**src/include/board_defines.svh**
```systemverilog
// Board control block constants: widths, joystick bit map and input polarity
// Include wherever a width or bit position below is needed

`ifndef BOARD_DEFINES_SVH
`define BOARD_DEFINES_SVH

// Widths
`define BOARD_JOY_W      10     // One joystick word
`define BOARD_GFX_N      4      // Graphics layers with a user enable
`define BOARD_RST_CNT_W  8      // Core reset stretch, 2**8 cycles

// Layout with a third fire button moves coin, start and pause up one bit
`define BOARD_THREE_BUTTONS  0

// Joystick bit positions
`define BOARD_COIN_BIT   (6 + `BOARD_THREE_BUTTONS)
`define BOARD_START_BIT  (7 + `BOARD_THREE_BUTTONS)
`define BOARD_PAUSE_BIT  (8 + `BOARD_THREE_BUTTONS)

// Game core polarity, 1 when the game expects active-low buttons
`define BOARD_INPUTS_ACTIVE_LOW  1

`endif
```
**src/source/board_pkg.sv**
```systemverilog
// Shared types for the board control block
// Import into every module that carries joystick, layer or reset-counter values

`include "board_defines.svh"

package board_pkg;

    // One joystick, directions in bits 3:0, buttons above
    typedef logic [`BOARD_JOY_W-1:0] joy_t;

    // Player 1 in bit 0, player 2 in bit 1
    typedef logic [1:0] player_pair_t;

    // One enable per graphics layer
    typedef logic [`BOARD_GFX_N-1:0] gfx_en_t;

    // Core reset stretch counter
    typedef logic [`BOARD_RST_CNT_W-1:0] rst_cnt_t;

    // Core reset generator states
    typedef enum logic {
        RST_HOLD,   // core_rst asserted while the stretch counts
        RST_RUN     // Core released
    } rst_state_t;

endpackage

```
**src/source/board_ctrl_top.sv**
```systemverilog
// Board control block top level
// Connects the input stage, user state, core reset generator and the
// game input mapper. All logic runs on clk_sys

`timescale 1ns/1ps

module board_ctrl_top
    import board_pkg::*;
(
    input  logic         clk_sys,
    input  logic         game_rst,
    // Player inputs
    input  joy_t         board_joystick1,
    input  joy_t         board_joystick2,
    input  joy_t         key_joy1,
    input  joy_t         key_joy2,
    input  player_pair_t key_coin,
    input  player_pair_t key_start,
    input  logic         key_service,
    input  logic         key_pause,
    input  logic         key_reset,
    input  gfx_en_t      key_gfx,
    input  logic         rot_control,
    // Reset causes
    input  logic         rst_req,
    input  logic         downloading,
    input  logic         dip_flip,
    // To the game core
    output joy_t         game_joystick1,
    output joy_t         game_joystick2,
    output player_pair_t game_coin,
    output player_pair_t game_start,
    output logic         game_service,
    output logic         game_pause,
    output gfx_en_t      gfx_en,
    output logic         core_rst
);

    joy_t         joy1_q, joy2_q;
    joy_t         key_joy1_q, key_joy2_q;
    player_pair_t key_coin_q, key_start_q;
    logic         key_service_q;
    logic         pause_rise, reset_rise;
    gfx_en_t      gfx_rise;
    logic         soft_rst;

    board_input_sync u_input_sync (
        .clk_sys         ( clk_sys         ),
        .game_rst        ( game_rst        ),
        .board_joystick1 ( board_joystick1 ),
        .board_joystick2 ( board_joystick2 ),
        .key_joy1        ( key_joy1        ),
        .key_joy2        ( key_joy2        ),
        .key_coin        ( key_coin        ),
        .key_start       ( key_start       ),
        .key_service     ( key_service     ),
        .key_pause       ( key_pause       ),
        .key_reset       ( key_reset       ),
        .key_gfx         ( key_gfx         ),
        .joy1_q          ( joy1_q          ),
        .joy2_q          ( joy2_q          ),
        .key_joy1_q      ( key_joy1_q      ),
        .key_joy2_q      ( key_joy2_q      ),
        .key_coin_q      ( key_coin_q      ),
        .key_start_q     ( key_start_q     ),
        .key_service_q   ( key_service_q   ),
        .pause_rise      ( pause_rise      ),
        .reset_rise      ( reset_rise      ),
        .gfx_rise        ( gfx_rise        )
    );

    board_control u_control (
        .clk_sys    ( clk_sys    ),
        .game_rst   ( game_rst   ),
        .pause_rise ( pause_rise ),
        .reset_rise ( reset_rise ),
        .gfx_rise   ( gfx_rise   ),
        .game_pause ( game_pause ),
        .gfx_en     ( gfx_en     ),
        .soft_rst   ( soft_rst   )
    );

    core_reset_gen u_core_reset (
        .clk_sys     ( clk_sys     ),
        .game_rst    ( game_rst    ),
        .rst_req     ( rst_req     ),
        .downloading ( downloading ),
        .dip_flip    ( dip_flip    ),
        .soft_rst    ( soft_rst    ),
        .core_rst    ( core_rst    )
    );

    player_mapper u_mapper (
        .clk_sys        ( clk_sys        ),
        .game_rst       ( game_rst       ),
        .joy1_q         ( joy1_q         ),
        .joy2_q         ( joy2_q         ),
        .key_joy1_q     ( key_joy1_q     ),
        .key_joy2_q     ( key_joy2_q     ),
        .key_coin_q     ( key_coin_q     ),
        .key_start_q    ( key_start_q    ),
        .key_service_q  ( key_service_q  ),
        .rot_control    ( rot_control    ),
        .game_joystick1 ( game_joystick1 ),
        .game_joystick2 ( game_joystick2 ),
        .game_coin      ( game_coin      ),
        .game_start     ( game_start     ),
        .game_service   ( game_service   )
    );

endmodule

```
**src/source/player_mapper.sv**
```systemverilog
// Output stage for the game inputs
// Merges keyboard keys into the registered joysticks, applies the rotation
// swap, converts to the game polarity and registers the result

`timescale 1ns/1ps
`include "board_defines.svh"

module player_mapper
    import board_pkg::*;
(
    input  logic         clk_sys,
    input  logic         game_rst,
    input  joy_t         joy1_q,
    input  joy_t         joy2_q,
    input  joy_t         key_joy1_q,
    input  joy_t         key_joy2_q,
    input  player_pair_t key_coin_q,
    input  player_pair_t key_start_q,
    input  logic         key_service_q,
    input  logic         rot_control,
    output joy_t         game_joystick1,
    output joy_t         game_joystick2,
    output player_pair_t game_coin,
    output player_pair_t game_start,
    output logic         game_service
);

    localparam logic         INVERT    = 1'(`BOARD_INPUTS_ACTIVE_LOW);
    localparam joy_t         JOY_MASK  = {`BOARD_JOY_W{INVERT}};
    localparam player_pair_t PAIR_MASK = {2{INVERT}};

    // Quarter turn for vertical games, buttons untouched
    function automatic joy_t rotate_joy(input joy_t joy, input logic rot);
        joy_t swapped;
        swapped = {joy[`BOARD_JOY_W-1:4], joy[0], joy[1], joy[3], joy[2]};
        return rot ? swapped : joy;
    endfunction

    joy_t         joy1_mix, joy2_mix;
    player_pair_t coin_mix, start_mix;

    assign joy1_mix  = rotate_joy(joy1_q | key_joy1_q, rot_control);
    assign joy2_mix  = rotate_joy(joy2_q | key_joy2_q, rot_control);
    // Player 2 in the upper bit
    assign coin_mix  = {joy2_q[`BOARD_COIN_BIT], joy1_q[`BOARD_COIN_BIT]} | key_coin_q;
    assign start_mix = {joy2_q[`BOARD_START_BIT], joy1_q[`BOARD_START_BIT]} | key_start_q;

    always_ff @(posedge clk_sys) begin
        if (game_rst) begin
            game_joystick1 <= JOY_MASK;     // Nothing pressed
            game_joystick2 <= JOY_MASK;
            game_coin      <= PAIR_MASK;
            game_start     <= PAIR_MASK;
            game_service   <= INVERT;
        end else begin
            game_joystick1 <= joy1_mix ^ JOY_MASK;
            game_joystick2 <= joy2_mix ^ JOY_MASK;
            game_coin      <= coin_mix ^ PAIR_MASK;
            game_start     <= start_mix ^ PAIR_MASK;
            game_service   <= key_service_q ^ INVERT;
        end
    end

endmodule

```
**src/source/core_reset_gen.sv**
```systemverilog
// Core reset generator
// Any cause (board reset, request, ROM download, soft reset, flip change)
// raises core_rst on the next cycle and holds it for the full stretch

`timescale 1ns/1ps

module core_reset_gen
    import board_pkg::*;
(
    input  logic clk_sys,
    input  logic game_rst,
    input  logic rst_req,
    input  logic downloading,
    input  logic dip_flip,
    input  logic soft_rst,
    output logic core_rst
);

    rst_state_t state;
    rst_cnt_t   rst_cnt;
    logic       last_flip;
    logic       restart;

    // Screen flip needs the core to start over
    always_ff @(posedge clk_sys) begin
        last_flip <= dip_flip;
    end

    assign restart = rst_req | downloading | soft_rst | (dip_flip != last_flip);

    always_ff @(posedge clk_sys) begin
        if (game_rst || restart) begin
            state   <= RST_HOLD;
            rst_cnt <= '0;        // Stretch restarts on every cause
        end else begin
            case (state)
                RST_HOLD: begin
                    if (rst_cnt == '1) begin
                        state <= RST_RUN;   // Last count, release
                    end else begin
                        rst_cnt <= rst_cnt + 1'b1;
                    end
                end
                RST_RUN: begin
                    rst_cnt <= '0;
                end
                default: state <= RST_HOLD;
            endcase
        end
    end

    assign core_rst = (state == RST_HOLD);

endmodule

```
**src/source/board_control.sv**
```systemverilog
// User state of the board: pause toggle, graphics layer enables and the
// soft reset request. Driven by the edge pulses from board_input_sync,
// each pulse lands in its state bit one cycle later

`timescale 1ns/1ps

module board_control
    import board_pkg::*;
(
    input  logic    clk_sys,
    input  logic    game_rst,
    input  logic    pause_rise,
    input  logic    reset_rise,
    input  gfx_en_t gfx_rise,
    output logic    game_pause,
    output gfx_en_t gfx_en,
    output logic    soft_rst
);

    // Pause flips on every pulse, starts running
    always_ff @(posedge clk_sys) begin
        if (game_rst) begin
            game_pause <= 1'b0;
        end else if (pause_rise) begin
            game_pause <= ~game_pause;
        end
    end

    // All layers shown after reset
    // Each pulse bit flips only its own layer
    always_ff @(posedge clk_sys) begin
        if (game_rst) begin
            gfx_en <= '1;
        end else begin
            gfx_en <= gfx_en ^ gfx_rise;
        end
    end

    // Reset key edge becomes a single-cycle request to core_reset_gen
    always_ff @(posedge clk_sys) begin
        if (game_rst) begin
            soft_rst <= 1'b0;
        end else begin
            soft_rst <= reset_rise;   // Pulse in, pulse out
        end
    end

endmodule

```
**src/source/board_input_sync.sv**
```systemverilog
// Input stage of the board control block
// Registers both joysticks and all decoded keys once, then builds
// one-cycle rising-edge pulses for pause, soft reset and layer keys

`timescale 1ns/1ps
`include "board_defines.svh"

module board_input_sync
    import board_pkg::*;
(
    input  logic         clk_sys,
    input  logic         game_rst,
    input  joy_t         board_joystick1,
    input  joy_t         board_joystick2,
    input  joy_t         key_joy1,
    input  joy_t         key_joy2,
    input  player_pair_t key_coin,
    input  player_pair_t key_start,
    input  logic         key_service,
    input  logic         key_pause,
    input  logic         key_reset,
    input  gfx_en_t      key_gfx,
    output joy_t         joy1_q,
    output joy_t         joy2_q,
    output joy_t         key_joy1_q,
    output joy_t         key_joy2_q,
    output player_pair_t key_coin_q,
    output player_pair_t key_start_q,
    output logic         key_service_q,
    output logic         pause_rise,
    output logic         reset_rise,
    output gfx_en_t      gfx_rise
);

    logic    key_pause_q, key_pause_d;
    logic    key_reset_q, key_reset_d;
    gfx_en_t key_gfx_q, key_gfx_d;
    logic    joy_pause, joy_pause_d;

    // Pause button on either stick, raw from the board
    assign joy_pause = joy1_q[`BOARD_PAUSE_BIT] | joy2_q[`BOARD_PAUSE_BIT];

    // Single capture stage for every player input
    always_ff @(posedge clk_sys) begin
        if (game_rst) begin
            joy1_q        <= '0;
            joy2_q        <= '0;
            key_joy1_q    <= '0;
            key_joy2_q    <= '0;
            key_coin_q    <= '0;
            key_start_q   <= '0;
            key_service_q <= 1'b0;
            key_pause_q   <= 1'b0;
            key_reset_q   <= 1'b0;
            key_gfx_q     <= '0;
        end else begin
            joy1_q        <= board_joystick1;
            joy2_q        <= board_joystick2;
            key_joy1_q    <= key_joy1;
            key_joy2_q    <= key_joy2;
            key_coin_q    <= key_coin;
            key_start_q   <= key_start;
            key_service_q <= key_service;
            key_pause_q   <= key_pause;
            key_reset_q   <= key_reset;
            key_gfx_q     <= key_gfx;
        end
    end

    // Previous levels and registered edge pulses
    always_ff @(posedge clk_sys) begin
        if (game_rst) begin
            key_pause_d <= 1'b0;
            key_reset_d <= 1'b0;
            key_gfx_d   <= '0;
            joy_pause_d <= 1'b0;
            pause_rise  <= 1'b0;
            reset_rise  <= 1'b0;
            gfx_rise    <= '0;
        end else begin
            key_pause_d <= key_pause_q;
            key_reset_d <= key_reset_q;
            key_gfx_d   <= key_gfx_q;
            joy_pause_d <= joy_pause;
            pause_rise  <= (key_pause_q & ~key_pause_d) | (joy_pause & ~joy_pause_d);
            reset_rise  <= key_reset_q & ~key_reset_d;
            gfx_rise    <= key_gfx_q & ~key_gfx_d;    // Per layer
        end
    end

endmodule

```
**config.mk**
```make
export PLATFORM = sky130hd
export DESIGN_NAME = board_ctrl_top
export DESIGN_NICKNAME = d
export VERILOG_FILES = /design/src/source/board_pkg.sv /design/src/source/board_ctrl_top.sv /design/src/source/player_mapper.sv /design/src/source/core_reset_gen.sv /design/src/source/board_control.sv /design/src/source/board_input_sync.sv
export VERILOG_INCLUDE_DIRS = /design/src /design/src/include
export SDC_FILE = /design/constraint.sdc
export NUM_CORES = 1
export LEC_CHECK = 0
export ABC_CLOCK_PERIOD_IN_PS = 1800
export BUFFER_PORTS_ARGS = -buffer_cell sky130_fd_sc_hd__clkbuf_2
export CORE_ASPECT_RATIO = 0.6
export CORE_MARGIN = 2
export CORE_UTILIZATION = 48
export DETAILED_ROUTE_END_ITERATION = 8
export PLACE_DENSITY = 0.74
export SYNTH_ARGS = -nofsm -noshare
export SYNTH_HDL_FRONTEND = slang
export SYNTH_SLANG_ARGS = --single-unit
```
**constraint.sdc**
```tcl
create_clock -name clk_sys -period 1.8 [get_ports clk_sys]
set_input_delay 0.18 -clock clk_sys [delete_from_list [all_inputs] [get_ports clk_sys]]
set_output_delay 0.18 -clock clk_sys [all_outputs]
set_load 0.02 [all_outputs]
```
==> Yosys cells after proc, flatten, opt, wreduce, memory -nomap -nowiden <==
Index checks and enable logic that the tools add are counted.
{ "word_totals": {"reg_bits": 105, "latchBits": 0, "ramBits": 0, "rom_bits": 0, "in_bits": 57, "out_inout_bits": 31, "word_cells": 64, "memories": 0} }
{ "classes": {"n_addsub": 1, "multipliers": 0, "div": 0, "magnitude_cmp": 0, "eq_ne": 3, "shifts": 0, "n_mux": 6, "bitwise_logic": 25, "n_reduce_logical": 1} }
{ "op_table": {"columns": ["cell", "count"], "rows": [
  ["10-bit NOT", 2],
  ["10-bit OR", 2],
  ["8-bit case mux with 2 select lines", 1],
  ["8-bit by 1-bit adder with 8-bit output, second input constant", 1],
  ["8-bit == test, second input constant", 1],
  ["4-bit 2-to-1 mux", 2],
  ["8-bit 2-to-1 mux", 1],
  ["1-bit NOT", 6],
  ["1-bit OR", 5],
  ["4-bit bitwise AND", 1],
  ["2-bit NOT", 2],
  ["4-bit NOT", 1],
  ["2-bit OR", 2],
  ["4-bit XOR", 1],
  ["1-bit bitwise AND", 3],
  ["1-bit 2-to-1 mux", 2],
  ["2-bit != test, second input constant", 1],
  ["1-bit logical OR", 1],
  ["1-bit != test", 1]
]} }

==> Logic depth before layout (Yosys ltp) <==
Gate-level depths: netlist of run 1.
{ "logic_depth": {"word_depth": 4, "depth_mapped": 5} }

==> Hierarchy <==
From an unflattened synthesis of run 1, not the netlist that was laid out.
{ "hier_totals": {"cells_unflattened": 265, "area_unflattened_um2": 3224.3} }
{ "by_module_without_submodules": {"columns": ["module", "instances", "cells_per_inst", "area_each_um2"], "rows": [
  ["board_input_sync", 1, 136, 1734.2],
  ["player_mapper", 1, 63, 828.3],
  ["core_reset_gen", 1, 49, 462.9],
  ["board_control", 1, 17, 198.9]
]} }

==> Worst setup path before layout of run 1 <==
No wires, ideal clock.
{ "synth_timing": {"kind": "register -> register", "startpoint": "reg u_control.soft_rst", "endpoint": "reg u_core_reset.rst_cnt[3]", "t_arrival_ns": 1.387, "required_ns": 1.722, "path_slack_ns": 0.336, "path_stages_with_launch": 5, "n_path_buf": 1, "period_less_slack_ns": 1.464, "path_cell_list": "dfxtp_1 or4_4 or3_1 buf_6 nor3_1"} }
{ "synth_via": {"elab_chain_cells": 3} }
{ "synth_lines": {"columns": ["item", "line", "source"], "rows": [
  ["start: declaration", "board_control.sv:17", "output logic soft_rst"],
  ["start signal: assignment", "board_control.sv:44", "soft_rst <= reset_rise;"],
  ["1-bit OR (2 in a row)", "core_reset_gen.sv:29", "assign restart = rst_req | downloading | soft_rst | (dip_flip != last_flip);"],
  ["1-bit logical OR", "core_reset_gen.sv:32", "if (game_rst || restart) begin"],
  ["end signal: assignment", "core_reset_gen.sv:41", "rst_cnt <= rst_cnt + 1'b1;"],
  ["end: declaration", "core_reset_gen.sv:20", "rst_cnt_t rst_cnt;"]
]} }
Every way passes these cells.
A chain may end at the register's enable or synchronous reset.

==> Worst setup path in the final report of run 1 <==
{ "layout_timing": {"startpoint": "reg u_control.soft_rst", "endpoint": "reg u_core_reset.rst_cnt[0]"} }
The elaborated chain is that of the path after synthesis.

==> results of run 1 <==
-- final timing paths --
check | start | endpoint | depth (start not counted)
worst min register to register | u_input_sync.key_gfx_d[1] | u_input_sync.gfx_rise[1] | 1
worst max register to register | u_control.soft_rst | u_core_reset.rst_cnt[0] | 3
worst min-delay path | key_gfx[2] | u_input_sync.key_gfx_q[2] | 2
worst max-delay path | u_control.soft_rst | u_core_reset.rst_cnt[0] | 3
-- per-stage QoR --
stage / cell area (um^2) / setup slack [ns] / util [%] / cells
2_1_floorplan: 3170 / 0.336 / - / 277
3_3_place_gp: 3650 / 0.226 / 58.5 / 435
3_5_place_dp: 3650 / 0.172 / 58.5 / 435
4_1_cts: 3860 / 0.200 / 61.8 / 451
5_1_grt: 3860 / 0.119 / 61.8 / 451
6_report: 3860 / 0.220 / 61.8 / 451
-- area by class of cell --
cell class                      count  share of cell area [%]
Sequential cell                   105                    54.4
Tap cell                           84                    2.72
Clock inverter                      2                   0.972
Inverter                            3                   0.292
Multi-Input combinational cell    155                    25.4
Clock buffer                       13                    4.12
Timing Repair Buffer               89                    12.1
-- cells by family (layout without fill, tap and decap cells) --
group | after synthesis | count (layout)
AOI/OAI and AO/OA | 41 | 41
xor gates and xnor gates | 6 | 6
adders and majority gates | 1 | 1
buffers and inverters | 17 | 107
DFF | 105 | 105
and+or+nand+nor | 107 | 107
-- registers in the layout, summed over array words and instances (netlist names), 2 cells and up --
signal / cells
u_input_sync.key_gfx_q: 4
u_core_reset.rst_cnt: 8
u_input_sync.key_joy1_q: 10
u_input_sync.joy1_q: 10
u_mapper.game_joystick1: 10
u_mapper.game_start: 2
u_input_sync.joy2_q: 10
u_input_sync.key_joy2_q: 10
u_mapper.game_coin: 2
u_control.gfx_en: 4
u_mapper.game_joystick2: 10
u_input_sync.gfx_rise: 4
u_input_sync.key_start_q: 2
u_input_sync.key_coin_q: 2
u_input_sync.key_gfx_d: 4
-- where the power goes --
group / total (mW) / internal [mW] / switching [mW]
logic: 0.311 / 0.152 / 0.159
registers: 2.48 / 2.44 / 0.0405
clock network: 1.42 / 0.713 / 0.707
total: 4.21 / 3.31 / 0.906
-- cells in the final DEF (no fill, tap or decap), drive strengths merged, types with 4 or more instances in the layout --
cell    count
nand2b     10
a211o       4
a21oi       5
xnor2       5
dfxtp     105
nor2        9
nor2b      59
clkbuf    100
o21bai     16
o21ai       9
nor3       12
-- layer usage --
metal	part of all wire, %	track usage, %	vias up	wire length [um]
li1	-	-	1084	-
met1	48	18.3	923	2500
met2	42	23.7	61	2160
met3	8.5	7.83	8	438
met4	1.5	6.73	0	80
met5	0	0	-	0
==> run metrics, run 1 <==
number of port buffers 87; number of gates resized after cts 0; Synth Area in Adders less than 1%; post-DP HPWL roughly 3.5 mm; Die Y 66.9 um; nets@finish about 420; Max Slew Vio Count 0; TritonCTS clock tree built; syn_nets ~340; clock latency on the worst-skew pair approximately 0.36 ns; final clock period utilization by the worst path 87.8%; Detail Route Antenna Nets 0; total gr overflow 0; hold crit path type input pin to flop; critical path type flop to flop; WL final ~5.2 mm; FILL cells 523; max-cap violation count 0; Final setup viols 0; slew margin rel. 77.6%; routed via count between 2000 and 2500; post-route setup TNS 0 ns; buffers and inverters on the worst path 0; largest cells by area after synthesis dfxtp_1 (66%), nor2b_1 (12%), o21bai_1 (3.8%); Reg area 0.00210 mm^2; H-tree depth 3; EDFF count, synth 0; width of the die approximately 110 um; Worst Max-Slew Pin Slew 0.336 ns; CTS max path bufs 2; worst reg2reg setup slack 0.22 ns; Global Route Usage Sum around 15%; fin crit period about 1.6 ns; DRT iter0 DRCs around 130; Sinks on Clock Net 105; clk root buf clkbuf_8; crit path cell chain or4_4 > or3_1 > nor3_1; Starting Density between 50 and 60%; crit path DAT 1.86 ns; hold buffer count at cts 1; top_reg_cell synth dfxtp_1; Clock transition at path regs 0.09 ns; Total Power around 4.2 mW; crit path max fanout 8; delay-heaviest family, CP simple AND/OR/NAND/NOR gates; asr flop ratio synth 0%; Post-Synth XOR/XNOR Area between 1.5 and 2%; routed vias/inst 4.60; Setup crit end kind flop; pin count of the biggest net entering global routing 91; Syn Area/Cell 11.4 um^2; multi-input logic area 981 um^2; slowest stage delay, CP 0.49 ns; endpoints failing hold 0; RSZ-0062 raised after global routing no; clock skew 0.00404 ns; Yosys reg bits 105; RD Place Congestion 0.744; site row count 22; Synth Warn # 0; Routed WL per cell 11.5 um; largest family of logic cells by synthesized area simple AND/OR/NAND/NOR gates; CP required 2.08 ns; Synth Area in Simple Gates between 20% and 30%; die area around 0.0073 mm^2; status completed; sequential share of the synthesized area 66.4%; vias in the first global route 1922; Core Box Area 0.00625 mm^2; First-pass DRT Iterations 4; Synth Area in Compound Gates 8.77%; TritonCTS Buffers 9; Synth top area share 66.4%; PD cells 1090 mW/mm^2; Ports 88; Synth Cell Area 0.00317 mm^2; DRC 0; multiplexer area fraction after synthesis 0%; LEAKAGE 1.68 nW; global-route wire length before repair approximately 8.4 mm; CP startpoint kind flop; Max IR drop VDD 705 uV; Post-Synthesis Cells 277; ant diodes 0; Worst path slowest cell or3_1; initial antenna violation count 0; Max Clk Rate ~630 MHz; cell with the most instances after synthesis dfxtp_1; Yosys cell types 30; post-CTS setup buffers 0; synth-to-layout area growth 22.0%; hold_ws 0.0231 ns; post-synth top area cell dfxtp_1; top cells by count, synth dfxtp_1 (105), nor2b_1 (59), o21bai_1 (16); fraction of layout cells with a size suffix above 1 27.8%
Note: power is estimated with default switching activity, not from simulation.
==> inputs of run 2 (changes only) <==
Settings changed: CELL_PAD_IN_SITES_DETAIL_PLACEMENT set to 1, CELL_PAD_IN_SITES_GLOBAL_PLACEMENT set to 1, CORE_UTILIZATION 48 to 39, PLACE_DENSITY 0.74 to 0.77.
==> run 2 against run 1 <==
Net effect: core utilization decreased by 12 points; non-clock buffer count unchanged; global-route usage fell by 2.1 points; clock skew up 0.0027 ns; via count up 0.19%; critical path depth is the same; fmax about the same.
==> run metrics, run 2 (synthesized netlist as in run 1, its figures left out) <==
status completed (unchanged); DRT iter0 DRCs 71 (was 125); total gr overflow 0 (unchanged); width of the die 120 um (was 109 um); fraction of layout cells with a size suffix above 1 28.0% (was 27.8%); Core Box Area 0.00788 mm^2 (was 0.00625 mm^2); post-CTS setup buffers 0 (unchanged); commonest cells after routing, fill and taps aside dfxtp_1 (105), clkbuf_2 (87), nor2b_1 (59), o21bai_1 (16), nor3_1 (12) (unchanged); crit path DAT 1.83 ns (was 1.86 ns); ant diodes 0 (unchanged); H-tree depth 3 (unchanged); fin crit period 1.58 ns (about the same); Max IR drop VDD 524 uV (was 705 uV); commonest non-fill, non-tap cell in the layout dfxtp_1 (unchanged); Die Y 73.8 um (was 66.9 um); initial antenna violation count 0 (unchanged); site row count 25 (was 22); endpoints failing hold 0 (unchanged); dpl cell area 0.00367 mm^2 (was 0.00365 mm^2); nets@finish 421 (unchanged); pin count of the biggest net entering global routing 91 (unchanged); max-cap violation count 0 (unchanged); DRC 0 (unchanged); clock latency on the worst-skew pair 0.33 ns (was 0.36 ns); routed via count 2080 (was 2076); final clock period utilization by the worst path 87.8% (about the same); critical path type flop to flop (unchanged); Setup crit end kind flop (unchanged); Util after Layout 50.1% (was 61.8%); crit path max fanout 8 (unchanged); multi-input logic area 981 um^2 (unchanged); post-route setup TNS 0 ns (unchanged); post-DP HPWL 3.93 mm (was 3.55 mm); First-pass DRT Iterations 4 (unchanged); Ports 88 (unchanged); clk root buf clkbuf_16 (was clkbuf_8); final std cells w/o fill 476 (was 451); RD Place Congestion 0.666 (was 0.744); slew margin rel. 48.0% (was 77.6%); Clock transition at path regs 0.07 ns (was 0.09 ns); CP required 2.05 ns (was 2.08 ns); Max Clk Rate 633 MHz (about the same); Max Slew Vio Count 0 (unchanged); Worst Max-Slew Pin Slew 0.780 ns (was 0.336 ns); CP startpoint kind flop (unchanged); Final setup viols 0 (unchanged); Reg area 0.00210 mm^2 (unchanged); RSZ-0062 raised after global routing no (unchanged); post-route cell area 0.00395 mm^2 (was 0.00386 mm^2); Routed WL per cell 11.6 um (was 11.5 um); number of gates resized after cts 0 (unchanged); CTS max path bufs 2 (unchanged); Detail Route Antenna Nets 0 (unchanged); TritonCTS clock tree built (unchanged); Total Power 4.51 mW (was 4.21 mW); number of port buffers 87 (unchanged); global-route wire length before repair 9.14 mm (was 8.38 mm); die area 0.00888 mm^2 (was 0.00728 mm^2); synth-to-layout area growth 24.7% (was 22.0%); routed vias/inst 4.37 (was 4.60); Post-Place Cells 459 (was 435); TritonCTS Buffers 9 (unchanged); hold crit path type input pin to flop (unchanged); vias in the first global route 2083 (was 1922); WL final 5.55 mm (was 5.17 mm); FILL cells 895 (was 523); hold buffer count at cts 1 (unchanged); Sinks on Clock Net 105 (unchanged); LEAKAGE 1.72 nW (was 1.68 nW); Starting Density 40.2% (was 50.7%); PD cells 1140 mW/mm^2 (was 1090 mW/mm^2); Global Route Usage Sum 13.4% (was 15.5%); clock skew 0.00676 ns (was 0.00404 ns)
run 2: through the flow:
step	hold WS (ns)	worst slack (ns)
floorplan	0.208	0.336
global placement	0.308	0.246
detailed placement	0.316	0.181
CTS	0.0427	0.207
global route	0.0439	0.143
finish	0.0555	0.219
run 2: power breakdown:
group | switching [mW] | internal (mW) | leakage, nW
Combinational | 0.158 | 0.150 | 0.714
Sequential | 0.0400 | 2.45 | 0.871
Clock | 0.782 | 0.936 | 0.133
run 2: layout make-up:
type / instances / share of cell area, %
Clock buffer: 11 / 5.90
Sequential cell: 105 / 53.2
Clock inverter: 5 / 0.824
Multi-Input combinational cell: 155 / 24.8
Tap cell: 108 / 3.42
Inverter: 3 / 0.285
Timing Repair Buffer: 89 / 11.5
run 2: routing by layer:
layer / up-vias / global-route usage, % / part of all wire, %
met2: 57 / 20.8 / 44
met3: 6 / 8.54 / 10
met4: 0 / 3.49 / 0.65
met1: 933 / 15.6 / 46
li1: 1084 / - / -
met5: - / 0 / 0
run 2: worst paths after layout:
| kind | cells after the start | slack, ns | from | end |
|---|---|---|---|---|
| hold reg to reg | 1 | 0.38 | u_input_sync.key_reset_d | u_input_sync.reset_rise |
| setup reg to reg | 3 | 0.22 | u_control.soft_rst | u_core_reset.rst_cnt[3] |
| hold / removal | 2 | 0.06 | board_joystick2[4] | u_input_sync.joy2_q[4] |
| setup / recovery | 3 | 0.22 | u_control.soft_rst | u_core_reset.rst_cnt[3] |
run 2: critical path: stages (launching register included):
cell,delay [ns]
dfxtp_1,0.30
or4_4,0.47
or3_1,0.51
nor3_1,0.22
==> inputs of run 3 (changes only) <==
Settings changed: CTS_BUF_LIST set to sky130_fd_sc_hd__clkbuf_16.
==> run 3 against run 2 <==
Net effect: cell count is the same; critical path depth is the same; wire length grew 0.25%; clock skew grew 0.0012 ns; via count is the same; clock-buffer cell count shrank 2; critical path type unchanged; critical endpoint unchanged.
==> run metrics, run 3 (synthesized netlist as in run 1, its figures left out) <==
status completed (unchanged); routed vias/inst 4.37 (unchanged); Routed met1 length 2.53 mm (was 2.52 mm); final clock period utilization by the worst path 87.8% (unchanged); number of gates resized after cts 0 (unchanged); synth-to-layout area growth 24.7% (unchanged); routed via count 2080 (unchanged); fraction of layout cells with a size suffix above 1 28.0% (unchanged); commonest non-fill, non-tap cell in the layout dfxtp_1 (unchanged); Worst Max-Slew Pin Slew 0.780 ns (unchanged); final std cells w/o fill 476 (unchanged); number of port buffers 87 (unchanged); initial antenna violation count 0 (unchanged); width of the die 120 um (unchanged); RD Place Congestion 0.666 (unchanged); Util after Layout 50.1% (unchanged); pin count of the biggest net entering global routing 91 (unchanged); post-DP HPWL 3.93 mm (unchanged); Ports 88 (unchanged); H-tree depth 3 (unchanged); global-route wire length before repair 9.14 mm (unchanged); post-route setup TNS 0 ns (unchanged); Clock transition at path regs 0.07 ns (about the same); Setup crit end kind flop (unchanged); Core Box Area 0.00788 mm^2 (unchanged); DRC 0 (unchanged); hold buffer count at cts 1 (unchanged); nets@finish 421 (unchanged); post-CTS setup buffers 0 (unchanged); ant diodes 0 (unchanged); endpoints failing hold 0 (unchanged); First-pass DRT Iterations 4 (unchanged); max layer used met4 (unchanged); clock latency on the worst-skew pair 0.33 ns (about the same); TritonCTS clock tree built (unchanged); total gr overflow 0 (unchanged); PD cells 1140 mW/mm^2 (about the same); critical path type flop to flop (unchanged); LEAKAGE 1.73 nW (was 1.72 nW); Final setup viols 0 (unchanged); pre-CTS WS 0.181 ns (unchanged); WL final 5.56 mm (was 5.55 mm); RSZ-0062 raised after global routing no (unchanged); Sinks on Clock Net 105 (unchanged); Post-Place Cells 459 (unchanged); hold crit path type input pin to flop (unchanged); metal3 WL 559 um (unchanged); Routed WL per cell 11.7 um (was 11.6 um); die area 0.00888 mm^2 (unchanged); vias in the first global route 2083 (unchanged); fin crit period 1.58 ns (unchanged); Total Power 4.50 mW (was 4.51 mW); DRT iter0 DRCs 69 (was 71); crit path max fanout 8 (unchanged); Max IR drop VDD 528 uV (was 524 uV); Die Y 73.8 um (unchanged); TritonCTS Buffers 9 (unchanged); clock skew 0.00801 ns (was 0.00676 ns); Max Slew Vio Count 0 (unchanged); crit path DAT 1.83 ns (about the same); Global Route Usage Sum 13.4% (unchanged); slew margin rel. 48.0% (unchanged); Starting Density 40.2% (unchanged); met2 routed wirelength 2.43 mm (about the same); CP required 2.05 ns (about the same); Detail Route Antenna Nets 0 (unchanged); CTS max path bufs 2 (unchanged); site row count 25 (unchanged); final worst slack 0.219 ns (unchanged); commonest cells after routing, fill and taps aside dfxtp_1 (105), clkbuf_2 (87), nor2b_1 (59), o21bai_1 (16), nor3_1 (12) (unchanged); clk root buf clkbuf_16 (unchanged); CP startpoint kind flop (unchanged); max-cap violation count 0 (unchanged); Max Clk Rate 633 MHz (unchanged)
-- run 3: critical path: stages (launching register included) --
cell and delay (ns):
dfxtp_1 0.30, or4_4 0.47, or3_1 0.51, nor3_1 0.22
-- run 3: final timing paths --
check	start	to	slack, ns	cells after the start
setup / recovery	u_control.soft_rst	u_core_reset.rst_cnt[3]	0.22	3
hold / removal	board_joystick2[4]	u_input_sync.joy2_q[4]	0.05	2
setup reg to reg	u_control.soft_rst	u_core_reset.rst_cnt[3]	0.22	3
hold reg to reg	u_input_sync.key_reset_d	u_input_sync.reset_rise	0.38	1
-- run 3: area by class of cell --
class | instances | area, um^2
fillers | 895 | 3940
flip-flops and latches | 105 | 2100
multi-input cells | 155 | 981
repair buffers | 89 | 453
clock buffers | 9 | 225
well taps | 108 | 135
clock inverters | 7 | 40.0
inverters | 3 | 11.3
-- run 3: metal layers --
metal,GRT usage [%],up-vias
met3,8.54,6
met4,3.49,0
met1,15.6,933
met2,20.8,57
li1,-,1084
met5,0,-
-- run 3: power breakdown --
part           internal [mW]  total (mW)  switching (mW)
registers               2.45        2.49          0.0400
logic                  0.150       0.308           0.158
clock network          0.924        1.71           0.785
-- run 3: per-stage QoR --
| step | hold WS (ns) | instance area, um^2 |
|---|---|---|
| final | 0.0542 | 3950 |
| after CTS | 0.0426 | 3950 |
| after global routing | 0.0439 | 3950 |
| after detailed placement | 0.316 | 3670 |
| after floorplan | 0.208 | 3170 |
| after global placement | 0.308 | 3670 |
